$ cat src/rtl/arm_pkg.sv
// shared widths, ARM encodings and the operand-2 field layout, imported by the core RTL
package arm_pkg;

    localparam int XLEN       = 32;
    localparam int REG_ADDR_W = 4;
    localparam int NUM_REGS   = 16;
    localparam int NZCV_W     = 4;

    // data-processing opcodes, bits 24:21
    localparam logic [3:0] OP_AND = 4'b0000;
    localparam logic [3:0] OP_EOR = 4'b0001;
    localparam logic [3:0] OP_SUB = 4'b0010;
    localparam logic [3:0] OP_ADD = 4'b0100;
    localparam logic [3:0] OP_ADC = 4'b0101;
    localparam logic [3:0] OP_SBC = 4'b0110;
    localparam logic [3:0] OP_TST = 4'b1000;
    localparam logic [3:0] OP_CMP = 4'b1010;
    localparam logic [3:0] OP_ORR = 4'b1100;
    localparam logic [3:0] OP_MOV = 4'b1101;
    localparam logic [3:0] OP_MVN = 4'b1111;

    localparam logic [3:0] COND_EQ = 4'b0000;
    localparam logic [3:0] COND_NE = 4'b0001;
    localparam logic [3:0] COND_CS = 4'b0010;
    localparam logic [3:0] COND_CC = 4'b0011;
    localparam logic [3:0] COND_MI = 4'b0100;
    localparam logic [3:0] COND_PL = 4'b0101;
    localparam logic [3:0] COND_VS = 4'b0110;
    localparam logic [3:0] COND_VC = 4'b0111;
    localparam logic [3:0] COND_HI = 4'b1000;
    localparam logic [3:0] COND_LS = 4'b1001;
    localparam logic [3:0] COND_GE = 4'b1010;
    localparam logic [3:0] COND_LT = 4'b1011;
    localparam logic [3:0] COND_GT = 4'b1100;
    localparam logic [3:0] COND_LE = 4'b1101;
    localparam logic [3:0] COND_AL = 4'b1110;

    localparam logic [1:0] SH_LSL = 2'b00;
    localparam logic [1:0] SH_LSR = 2'b01;
    localparam logic [1:0] SH_ASR = 2'b10;
    localparam logic [1:0] SH_ROR = 2'b11;

    localparam logic [1:0] TYPE_DP = 2'b00;

    // low twelve bits of a data-processing word, meaning depends on the I bit
    typedef union packed {
        struct packed {
            logic [3:0] rotate;
            logic [7:0] imm8;
        } imm_view;
        struct packed {
            logic [4:0] shift_amt;
            logic [1:0] shift_kind;
            logic       zero;       // 0 for shift by immediate
            logic [3:0] rm;
        } reg_view;
    } operand2_u;

endpackage

$ cat src/rtl/alu.sv
// data-processing ALU working on the ARM opcode, gives the result and the new NZCV
module alu (
    input  logic [3:0]                 i_opcode,
    input  logic [arm_pkg::XLEN-1:0]   i_x,
    input  logic [arm_pkg::XLEN-1:0]   i_y,
    input  logic [arm_pkg::NZCV_W-1:0] i_flags,
    output logic [arm_pkg::XLEN-1:0]   o_result,
    output logic [arm_pkg::NZCV_W-1:0] o_nzcv
);
    import arm_pkg::*;

    logic            is_arith;
    logic            is_sub;
    logic            cin;
    logic [XLEN-1:0] y_op;
    logic [XLEN:0]   sum;
    logic            c;
    logic            v;

    // subtract is x + ~y + 1, so C comes out as not borrow
    assign is_sub = (i_opcode == OP_SUB) | (i_opcode == OP_CMP) | (i_opcode == OP_SBC);
    assign y_op   = is_sub ? ~i_y : i_y;
    assign sum    = {1'b0, i_x} + {1'b0, y_op} + {{XLEN{1'b0}}, cin};

    always_comb begin
        is_arith = 1'b0;
        cin      = 1'b0;
        case (i_opcode)
            OP_AND, OP_TST: o_result = i_x & i_y;
            OP_EOR:         o_result = i_x ^ i_y;
            OP_ORR:         o_result = i_x | i_y;
            OP_MOV:         o_result = i_y;
            OP_MVN:         o_result = ~i_y;
            OP_ADD: begin
                is_arith = 1'b1;
                o_result = sum[XLEN-1:0];
            end
            OP_SUB, OP_CMP: begin
                is_arith = 1'b1;
                cin      = 1'b1;
                o_result = sum[XLEN-1:0];
            end
            OP_ADC, OP_SBC: begin
                is_arith = 1'b1;
                cin      = i_flags[1]; // sbc takes not c via ~y
                o_result = sum[XLEN-1:0];
            end
            default:        o_result = '0;
        endcase
    end

    assign c = is_arith ? sum[XLEN] : i_flags[1];
    assign v = is_arith ? (i_x[XLEN-1] == y_op[XLEN-1]) & (sum[XLEN-1] != i_x[XLEN-1])
                        : i_flags[0];

    assign o_nzcv = {o_result[XLEN-1], o_result == '0, c, v};

endmodule

$ cat src/rtl/arm_core_top.sv
// top level of the ARM32 execute core, fed by a Wishbone slave and reporting on a retire port
module arm_core_top (
    input  logic                         clk,
    input  logic                         i_reset_n,
    input  logic                         i_wb_cyc,
    input  logic                         i_wb_stb,
    input  logic                         i_wb_we,
    input  logic [arm_pkg::XLEN-1:0]     i_wb_dat,
    output logic                         o_wb_ack,
    output logic                         o_retire_valid,
    output logic                         o_retire_wb_en,
    output logic [arm_pkg::REG_ADDR_W-1:0] o_retire_rd,
    output logic [arm_pkg::XLEN-1:0]     o_retire_data,
    output logic [arm_pkg::NZCV_W-1:0]   o_retire_nzcv
);
    import arm_pkg::*;

    logic                  instr_valid;
    logic [XLEN-1:0]       instr;
    logic                  dec_valid;
    logic [3:0]            dec_cond;
    logic [1:0]            dec_type;
    logic [3:0]            dec_opcode;
    logic                  dec_set_flags;
    logic                  dec_is_imm;
    logic [REG_ADDR_W-1:0] dec_rd;
    logic [XLEN-1:0]       dec_rn_val;
    logic [XLEN-1:0]       dec_rm_val;
    operand2_u             dec_operand2;
    logic                  wr_en;
    logic [REG_ADDR_W-1:0] wr_addr;
    logic [XLEN-1:0]       wr_data;

    wb_instr_port u_port (
        .clk(clk), .i_reset_n(i_reset_n),
        .i_wb_cyc(i_wb_cyc), .i_wb_stb(i_wb_stb), .i_wb_we(i_wb_we), .i_wb_dat(i_wb_dat),
        .o_wb_ack(o_wb_ack), .o_instr_valid(instr_valid), .o_instr(instr)
    );

    decode_stage u_decode (
        .clk(clk), .i_reset_n(i_reset_n),
        .i_instr_valid(instr_valid), .i_instr(instr),
        .i_wr_en(wr_en), .i_wr_addr(wr_addr), .i_wr_data(wr_data),
        .o_valid(dec_valid), .o_cond(dec_cond), .o_type(dec_type), .o_opcode(dec_opcode),
        .o_set_flags(dec_set_flags), .o_is_imm(dec_is_imm), .o_rd(dec_rd),
        .o_rn_val(dec_rn_val), .o_rm_val(dec_rm_val), .o_operand2(dec_operand2)
    );

    execute_stage u_execute (
        .clk(clk), .i_reset_n(i_reset_n),
        .i_valid(dec_valid), .i_cond(dec_cond), .i_type(dec_type), .i_opcode(dec_opcode),
        .i_set_flags(dec_set_flags), .i_is_imm(dec_is_imm), .i_rd(dec_rd),
        .i_rn_val(dec_rn_val), .i_rm_val(dec_rm_val), .i_operand2(dec_operand2),
        .o_wr_en(wr_en), .o_wr_addr(wr_addr), .o_wr_data(wr_data),
        .o_retire_valid(o_retire_valid), .o_retire_wb_en(o_retire_wb_en),
        .o_retire_rd(o_retire_rd), .o_retire_data(o_retire_data),
        .o_retire_nzcv(o_retire_nzcv)
    );

endmodule

$ cat src/rtl/decode_stage.sv
// decode stage, splits the instruction into fields and registers operands read from the bank
module decode_stage (
    input  logic                           clk,
    input  logic                           i_reset_n,
    input  logic                           i_instr_valid,
    input  logic [arm_pkg::XLEN-1:0]       i_instr,
    input  logic                           i_wr_en,
    input  logic [arm_pkg::REG_ADDR_W-1:0] i_wr_addr,
    input  logic [arm_pkg::XLEN-1:0]       i_wr_data,
    output logic                           o_valid,
    output logic [3:0]                     o_cond,
    output logic [1:0]                     o_type,
    output logic [3:0]                     o_opcode,
    output logic                           o_set_flags,
    output logic                           o_is_imm,
    output logic [arm_pkg::REG_ADDR_W-1:0] o_rd,
    output logic [arm_pkg::XLEN-1:0]       o_rn_val,
    output logic [arm_pkg::XLEN-1:0]       o_rm_val,
    output arm_pkg::operand2_u             o_operand2
);
    import arm_pkg::*;

    operand2_u       op2;
    logic [3:0]      opcode;
    logic [XLEN-1:0] rn_val;
    logic [XLEN-1:0] rm_val;

    assign op2    = i_instr[11:0];
    assign opcode = i_instr[24:21];

    register_bank u_regs (
        .clk(clk), .i_reset_n(i_reset_n),
        .i_rd_addr_a(i_instr[19:16]), .i_rd_addr_b(op2.reg_view.rm),
        .i_wr_en(i_wr_en), .i_wr_addr(i_wr_addr), .i_wr_data(i_wr_data),
        .o_rd_data_a(rn_val), .o_rd_data_b(rm_val)
    );

    always_ff @(posedge clk or posedge i_reset_n) begin
        if (i_reset_n) begin
            o_valid <= 1'b0;
        end else begin
            o_valid <= i_instr_valid;
        end
    end

    always_ff @(posedge clk) begin
        if (i_instr_valid) begin
            o_cond      <= i_instr[31:28];
            o_type      <= i_instr[27:26];
            o_is_imm    <= i_instr[25];
            o_opcode    <= opcode;
            o_set_flags <= i_instr[20] | (opcode == OP_TST) | (opcode == OP_CMP); // compares always set
            o_rd        <= i_instr[15:12];
            o_rn_val    <= rn_val;
            o_rm_val    <= rm_val;
            o_operand2  <= op2;
        end
    end

endmodule

$ cat src/rtl/execute_stage.sv
// execute stage, checks the condition, runs shifter and ALU, keeps NZCV and drives write and retire
module execute_stage (
    input  logic                           clk,
    input  logic                           i_reset_n,
    input  logic                           i_valid,
    input  logic [3:0]                     i_cond,
    input  logic [1:0]                     i_type,
    input  logic [3:0]                     i_opcode,
    input  logic                           i_set_flags,
    input  logic                           i_is_imm,
    input  logic [arm_pkg::REG_ADDR_W-1:0] i_rd,
    input  logic [arm_pkg::XLEN-1:0]       i_rn_val,
    input  logic [arm_pkg::XLEN-1:0]       i_rm_val,
    input  arm_pkg::operand2_u             i_operand2,
    output logic                           o_wr_en,
    output logic [arm_pkg::REG_ADDR_W-1:0] o_wr_addr,
    output logic [arm_pkg::XLEN-1:0]       o_wr_data,
    output logic                           o_retire_valid,
    output logic                           o_retire_wb_en,
    output logic [arm_pkg::REG_ADDR_W-1:0] o_retire_rd,
    output logic [arm_pkg::XLEN-1:0]       o_retire_data,
    output logic [arm_pkg::NZCV_W-1:0]     o_retire_nzcv
);
    import arm_pkg::*;

    logic [NZCV_W-1:0] flags;
    logic              n, z, c, v;
    logic              cond_pass;
    logic              executed;
    logic              is_compare;
    logic [XLEN-1:0]   op2_val;
    logic [XLEN-1:0]   alu_result;
    logic [NZCV_W-1:0] alu_nzcv;
    logic              wb_en_q;
    logic [REG_ADDR_W-1:0] rd_q;
    logic [XLEN-1:0]   data_q;

    assign {n, z, c, v} = flags;

    always_comb begin
        case (i_cond)
            COND_EQ: cond_pass = z;
            COND_NE: cond_pass = ~z;
            COND_CS: cond_pass = c;
            COND_CC: cond_pass = ~c;
            COND_MI: cond_pass = n;
            COND_PL: cond_pass = ~n;
            COND_VS: cond_pass = v;
            COND_VC: cond_pass = ~v;
            COND_HI: cond_pass = c & ~z;
            COND_LS: cond_pass = ~c | z;
            COND_GE: cond_pass = (n == v);
            COND_LT: cond_pass = (n != v);
            COND_GT: cond_pass = ~z & (n == v);
            COND_LE: cond_pass = z | (n != v);
            COND_AL: cond_pass = 1'b1;
            default: cond_pass = 1'b1; // 1111 runs as always
        endcase
    end

    assign executed   = i_valid & cond_pass & (i_type == TYPE_DP);
    assign is_compare = (i_opcode == OP_TST) | (i_opcode == OP_CMP);

    operand_shifter u_shift (
        .i_is_imm(i_is_imm), .i_operand2(i_operand2), .i_rm_val(i_rm_val),
        .o_operand2_val(op2_val)
    );

    alu u_alu (
        .i_opcode(i_opcode), .i_x(i_rn_val), .i_y(op2_val), .i_flags(flags),
        .o_result(alu_result), .o_nzcv(alu_nzcv)
    );

    always_ff @(posedge clk or posedge i_reset_n) begin
        if (i_reset_n) begin
            flags          <= '0;
            wb_en_q        <= 1'b0;
            o_retire_valid <= 1'b0;
        end else begin
            if (executed && i_set_flags) begin
                flags <= alu_nzcv;
            end
            wb_en_q        <= executed & ~is_compare;
            o_retire_valid <= i_valid;
        end
    end

    always_ff @(posedge clk) begin
        if (i_valid) begin
            rd_q   <= i_rd;
            data_q <= alu_result; // reported even when not written
        end
    end

    assign o_wr_en        = wb_en_q;
    assign o_wr_addr      = rd_q;
    assign o_wr_data      = data_q;
    assign o_retire_wb_en = wb_en_q;
    assign o_retire_rd    = rd_q;
    assign o_retire_data  = data_q;
    assign o_retire_nzcv  = flags; // already holds this word's update

endmodule

$ cat src/rtl/operand_shifter.sv
// forms operand 2 from a rotated 8-bit immediate or a shifted Rm value
module operand_shifter (
    input  logic                     i_is_imm,
    input  arm_pkg::operand2_u       i_operand2,
    input  logic [arm_pkg::XLEN-1:0] i_rm_val,
    output logic [arm_pkg::XLEN-1:0] o_operand2_val
);
    import arm_pkg::*;

    logic [XLEN-1:0]   imm32;
    logic [4:0]        rot_amt;
    logic [4:0]        sh_amt;
    logic [2*XLEN-1:0] imm_rot;
    logic [2*XLEN-1:0] rm_rot;
    logic [XLEN-1:0]   rm_shifted;

    assign imm32   = {{(XLEN-8){1'b0}}, i_operand2.imm_view.imm8};
    assign rot_amt = {i_operand2.imm_view.rotate, 1'b0}; // twice the rotate field
    assign sh_amt  = i_operand2.reg_view.shift_amt;

    // rotate as a right shift of the doubled word
    assign imm_rot = {imm32, imm32} >> rot_amt;
    assign rm_rot  = {i_rm_val, i_rm_val} >> sh_amt;

    always_comb begin
        case (i_operand2.reg_view.shift_kind)
            SH_LSL:  rm_shifted = i_rm_val << sh_amt;
            SH_LSR:  rm_shifted = i_rm_val >> sh_amt;
            SH_ASR:  rm_shifted = $signed(i_rm_val) >>> sh_amt;
            SH_ROR:  rm_shifted = rm_rot[XLEN-1:0];
            default: rm_shifted = i_rm_val;
        endcase
    end

    assign o_operand2_val = i_is_imm ? imm_rot[XLEN-1:0] : rm_shifted;

endmodule

$ cat src/rtl/register_bank.sv
// sixteen general registers, two combinational read ports and one clocked write port
module register_bank (
    input  logic                           clk,
    input  logic                           i_reset_n,
    input  logic [arm_pkg::REG_ADDR_W-1:0] i_rd_addr_a,
    input  logic [arm_pkg::REG_ADDR_W-1:0] i_rd_addr_b,
    input  logic                           i_wr_en,
    input  logic [arm_pkg::REG_ADDR_W-1:0] i_wr_addr,
    input  logic [arm_pkg::XLEN-1:0]       i_wr_data,
    output logic [arm_pkg::XLEN-1:0]       o_rd_data_a,
    output logic [arm_pkg::XLEN-1:0]       o_rd_data_b
);
    import arm_pkg::*;

    logic [XLEN-1:0] regs [NUM_REGS];

    // a write landing on the same edge as the decode capture is seen by the read
    assign o_rd_data_a = (i_wr_en && i_wr_addr == i_rd_addr_a) ? i_wr_data : regs[i_rd_addr_a];
    assign o_rd_data_b = (i_wr_en && i_wr_addr == i_rd_addr_b) ? i_wr_data : regs[i_rd_addr_b];

    always_ff @(posedge clk or posedge i_reset_n) begin
        if (i_reset_n) begin
            for (int i = 0; i < NUM_REGS; i++) begin
                regs[i] <= '0;
            end
        end else if (i_wr_en) begin
            regs[i_wr_addr] <= i_wr_data;
        end
    end

endmodule

$ cat src/rtl/wb_instr_port.sv
// Wishbone classic slave that acks each request once and passes written words to decode
module wb_instr_port (
    input  logic                     clk,
    input  logic                     i_reset_n,
    input  logic                     i_wb_cyc,
    input  logic                     i_wb_stb,
    input  logic                     i_wb_we,
    input  logic [arm_pkg::XLEN-1:0] i_wb_dat,
    output logic                     o_wb_ack,
    output logic                     o_instr_valid,
    output logic [arm_pkg::XLEN-1:0] o_instr
);
    logic req;
    logic accept;

    assign req    = i_wb_cyc & i_wb_stb & ~o_wb_ack; // no ack two cycles running
    assign accept = req & i_wb_we;                   // reads get acked, never issued

    always_ff @(posedge clk or posedge i_reset_n) begin
        if (i_reset_n) begin
            o_wb_ack      <= 1'b0;
            o_instr_valid <= 1'b0;
        end else begin
            o_wb_ack      <= req;
            o_instr_valid <= accept;
        end
    end

    always_ff @(posedge clk) begin
        if (accept) begin
            o_instr <= i_wb_dat;
        end
    end

endmodule

$ cat config.mk
export PLATFORM = sky130hd
export DESIGN_NAME = arm_core_top
export DESIGN_NICKNAME = d
export VERILOG_FILES = /design/src/rtl/arm_pkg.sv /design/src/rtl/alu.sv /design/src/rtl/arm_core_top.sv /design/src/rtl/decode_stage.sv /design/src/rtl/execute_stage.sv /design/src/rtl/operand_shifter.sv /design/src/rtl/register_bank.sv /design/src/rtl/wb_instr_port.sv
export SDC_FILE = /design/constraint.sdc
export NUM_CORES = 2
export LEC_CHECK = 0
export ABC_AREA = 1
export BUFFER_PORTS_ARGS = -buffer_cell sky130_fd_sc_hd__clkbuf_2
export CAP_MARGIN = 20
export CELL_PAD_IN_SITES_DETAIL_PLACEMENT = 1
export CELL_PAD_IN_SITES_GLOBAL_PLACEMENT = 2
export CORE_MARGIN = 10
export CORE_UTILIZATION = 34
export DETAILED_ROUTE_END_ITERATION = 10
export MAX_ROUTING_LAYER = met4
export PLACE_DENSITY = 0.77
export SYNTH_ARGS = -nofsm -noshare
export SYNTH_HDL_FRONTEND = slang
export SYNTH_SLANG_ARGS = --single-unit
$ cat constraint.sdc
create_clock -name clk -period 13.8 [get_ports clk]
set_clock_uncertainty 0.05 [all_clocks]
set_input_delay 0 -clock clk [delete_from_list [all_inputs] [get_ports clk]]
set_output_delay 0 -clock clk [all_outputs]
set_load 0.01 [all_outputs]
==> flow_metrics.py <==
metrics = {
    "die": {
        "die_w_um": 372,
        "ioPinCount": 80,
        "rows": 129,
        "dieArea_sq_mm": 0.139,
        "core_sq_mm": 0.123,
        "fp.dieH_um": 372,
        "start_util": 0.342,
    },
    "power": {
        "peakVddDrop_v": 0.0000774,
        "p_per_area_mw_per_mm2": 105,
        "p_leak_nw": 20.5,
    },
    "finish": {
        "multi_input_area_sq_mm": 0.0218,
        "area_growth_syn_to_layout_pct": 11.9,
        "seqCellArea_sq_mm": 0.0178,
        "drive_above_1_share": 0.0650,
        "fillers": 15085,
        "final_nets": 5734,
        "final_cell_count_no_fill": 7299,
    },
    "clock_tree": {
        "clk_latency_ns": 0.70,
        "cts.path.max_buffers": 3,
        "cts_root_buf": "clkbuf_16",
        "htree_levels": 3,
        "cts_inserted_buffers": 85,
        "cts_sinks": 681,
        "cts_tree": "done",
        "post_cts.repair.setup_buffers": 0,
        "clk_pin_slew_ns": 0.06,
    },
    "synthesis": {
        "synth_commonest_cells": "nand2_1 (1093), o21ai_0 (1015), nor2_1 (810)",
        "netlist_top_cells_area": "dfrtp_1 (31%), o21ai_0 (12%), edfxtp_1 (11%)",
        "syn_area_sq_mm": 0.0422,
        "syn_avg_cell_area_sq_um": 7.37,
        "synth-seq-cells": 681,
        "synth_most_common_cell": "nand2_1",
        "synthDistinctLibCells": 56,
        "ys_warn_count": 0,
        "synth_top_area_share": 0.309,
        "synth_edf_count": 160,
        "synth.largest_area_cell": "dfrtp_1",
        "async_reset_ff_frac": 0.765,
        "synthFlopType": "dfrtp_1",
        "syn-num-nets": 5874,
        "postSynthCellCount": 5732,
        "yosysSeqAreaShare": 0.423,
    },
    "global_routing": {
        "grt_usage": 0.284,
        "grt_max_degree": 138,
        "grt_pass1_vias": 43059,
        "grt_pass1_wl_um": 290000,
        "grt_antenna_before_repair": 10,
        "grt_overflow_total": 0,
    },
    "run_status": {
        "status": "complete, no violations",
    },
    "setup_path": {
        "crit_fanout": 69,
        "start_kind": "register",
        "cpPeakStageDelay_ns": 0.85,
        "cpMostUsedCell": "nand2_1",
        "required_ns": 14.39,
        "path_buf_inv": 5,
        "r2r_slack_ns": 7.18,
        "cp_top_family": "buffers and inverters",
        "critPathArrivalTime_ns": 7.21,
        "crit_slowest_cell": "o21ai_0",
        "crit_type": "register to register",
        "cp-end-kind": "register",
    },
    "placement": {
        "numPortBuffers": 79,
        "gp_congestion": 0.985,
        "dpl.hpwl_um": 121000,
        "post-place-cells": 7071,
    },
    "route": {
        "wl_per_cell_um": 26.8,
        "avgViaCountPerCell": 5.94,
        "first_pass_iters": 7,
        "first_iter_violations": 4206,
        "route.detailed.drc": 0,
        "postRouteAntennaNets": 0,
        "wirelength_um": 196000,
        "num_vias": 43346,
    },
    "timing": {
        "hold_violations": 0,
        "max_clock_freq_mhz": 151,
        "finalCritPeriodShare": 0.480,
        "relSlewSlack": 0.236,
        "tightest_slew_ns": 1.15,
        "final_max_slew_viol_count": 0,
        "fin_setup_tns_ns": 0,
        "grt_setup_unrepaired": "false",
        "fin_crit_ns": 6.62,
        "setup_viol": 0,
    },
    "run": {
        "max_cap_violations": 0,
    },
    "hold_path": {
        "min_path_type": "input port to register",
    },
}
-- cell families after synthesis --
kind of cell,Yosys count,share of synthesized area
AND/OR/NAND/NOR,2548,0.248
AO/OA/AOI/OAI,1649,0.223
buffers and inverters,710,0.0666
flip-flops,681,0.423
adder cells (fa/ha/maj),105,0.0315
XOR/XNOR,38,0.00788
multiplexers,1,0.000237
-- flip-flops by register name, indices dropped and copies added (netlist names) --
name                      flops
u_execute.o_retire_rd         4
u_port.o_instr_valid          1
u_port.o_wb_ack               1
u_decode.o_opcode             4
u_decode.o_rd                 4
u_decode.o_valid              1
u_execute.o_retire_valid      1
u_decode.o_cond               4
u_decode.o_operand2          12
u_decode.o_set_flags          1
u_port.o_instr               32
u_decode.o_type               2
u_execute.o_retire_nzcv       4
u_execute.o_retire_wb_en      1
u_execute.o_retire_data      32
u_decode.o_is_imm             1
u_decode.o_rn_val            32
u_decode.o_rm_val            32
u_decode.u_regs.regs        512
-- cells in the final DEF (no fill, tap or decap), types with 103 or more instances in the layout --
cell type,Yosys,routed
a21oi_1,227,227
nand2_1,1093,1085
inv_1,235,228
nor2_1,810,806
edfxtp_1,160,160
dfrtp_1,521,519
o221ai_1,189,189
ha_1,103,103
nand3_1,574,569
o21ai_0,1015,1015
-- final timing paths --
| kind | startpoint | end | depth (start not counted) |
|---|---|---|---|
| setup / recovery | u_decode.o_operand2[10] | u_execute.o_retire_nzcv[2] | 28 |
| hold / removal | i_wb_dat[0] | u_port.o_instr[0] | 2 |
| setup reg to reg | u_decode.o_operand2[10] | u_execute.o_retire_nzcv[2] | 28 |
| hold reg to reg | u_port.o_instr[11] | u_decode.o_operand2[11] | 0 |
| max in group asynchronous | i_reset_n | u_decode.u_regs.regs[324] | 7 |
| min in group asynchronous | i_reset_n | u_decode.u_regs.regs[75] | 4 |
-- area by class of cell --
cell class,instances,share of cell area
Antenna cell,3,0.000159
Clock buffer,108,0.0495
Clock inverter,46,0.0103
Inverter,249,0.0205
Multi-Input combinational cell,4341,0.461
Sequential cell,681,0.378
Tap cell,1637,0.0434
Timing Repair Buffer,234,0.0376
-- report_power, final --
group,leakage [nW],internal (mW),total (mW),switching [mW]
clock network,1.38,1.33,2.31,0.976
registers,8.72,2.10,2.15,0.0445
logic,10.4,0.140,0.491,0.350
-- stage by stage --
step                      utilization  instance area, sq um  power (mW)  hold slack (ns)  worst slack, ns
final                           0.383                 47200        4.95            0.256             7.18
after global routing            0.383                 47200        5.12            0.235             6.76
after CTS                       0.382                 47200        4.98            0.178             7.26
after detailed placement        0.354                 43700        2.65          -0.0474             7.30
after global placement          0.354                 43700        2.64          -0.0489             7.36
after floorplan                     -                 42200        2.47           0.0489             6.67
-- what timing repair did --
| action | CTS | global route |
|---|---|---|
| gates resized for setup | 0 | 0 |
| setup endpoints to repair | 0 | 0 |
| hold buffers | 69 | 0 |
| endpoints found under the hold margin | 127 | 0 |
-- metal layers --
metal,global-route usage,share of wire,wire [um]
met1,0.374,0.44,85700
met2,0.448,0.46,91000
met3,0.0330,0.061,12000
met4,0.104,0.037,7160
met5,-,0,0
Power figures use the tool's default switching activity.
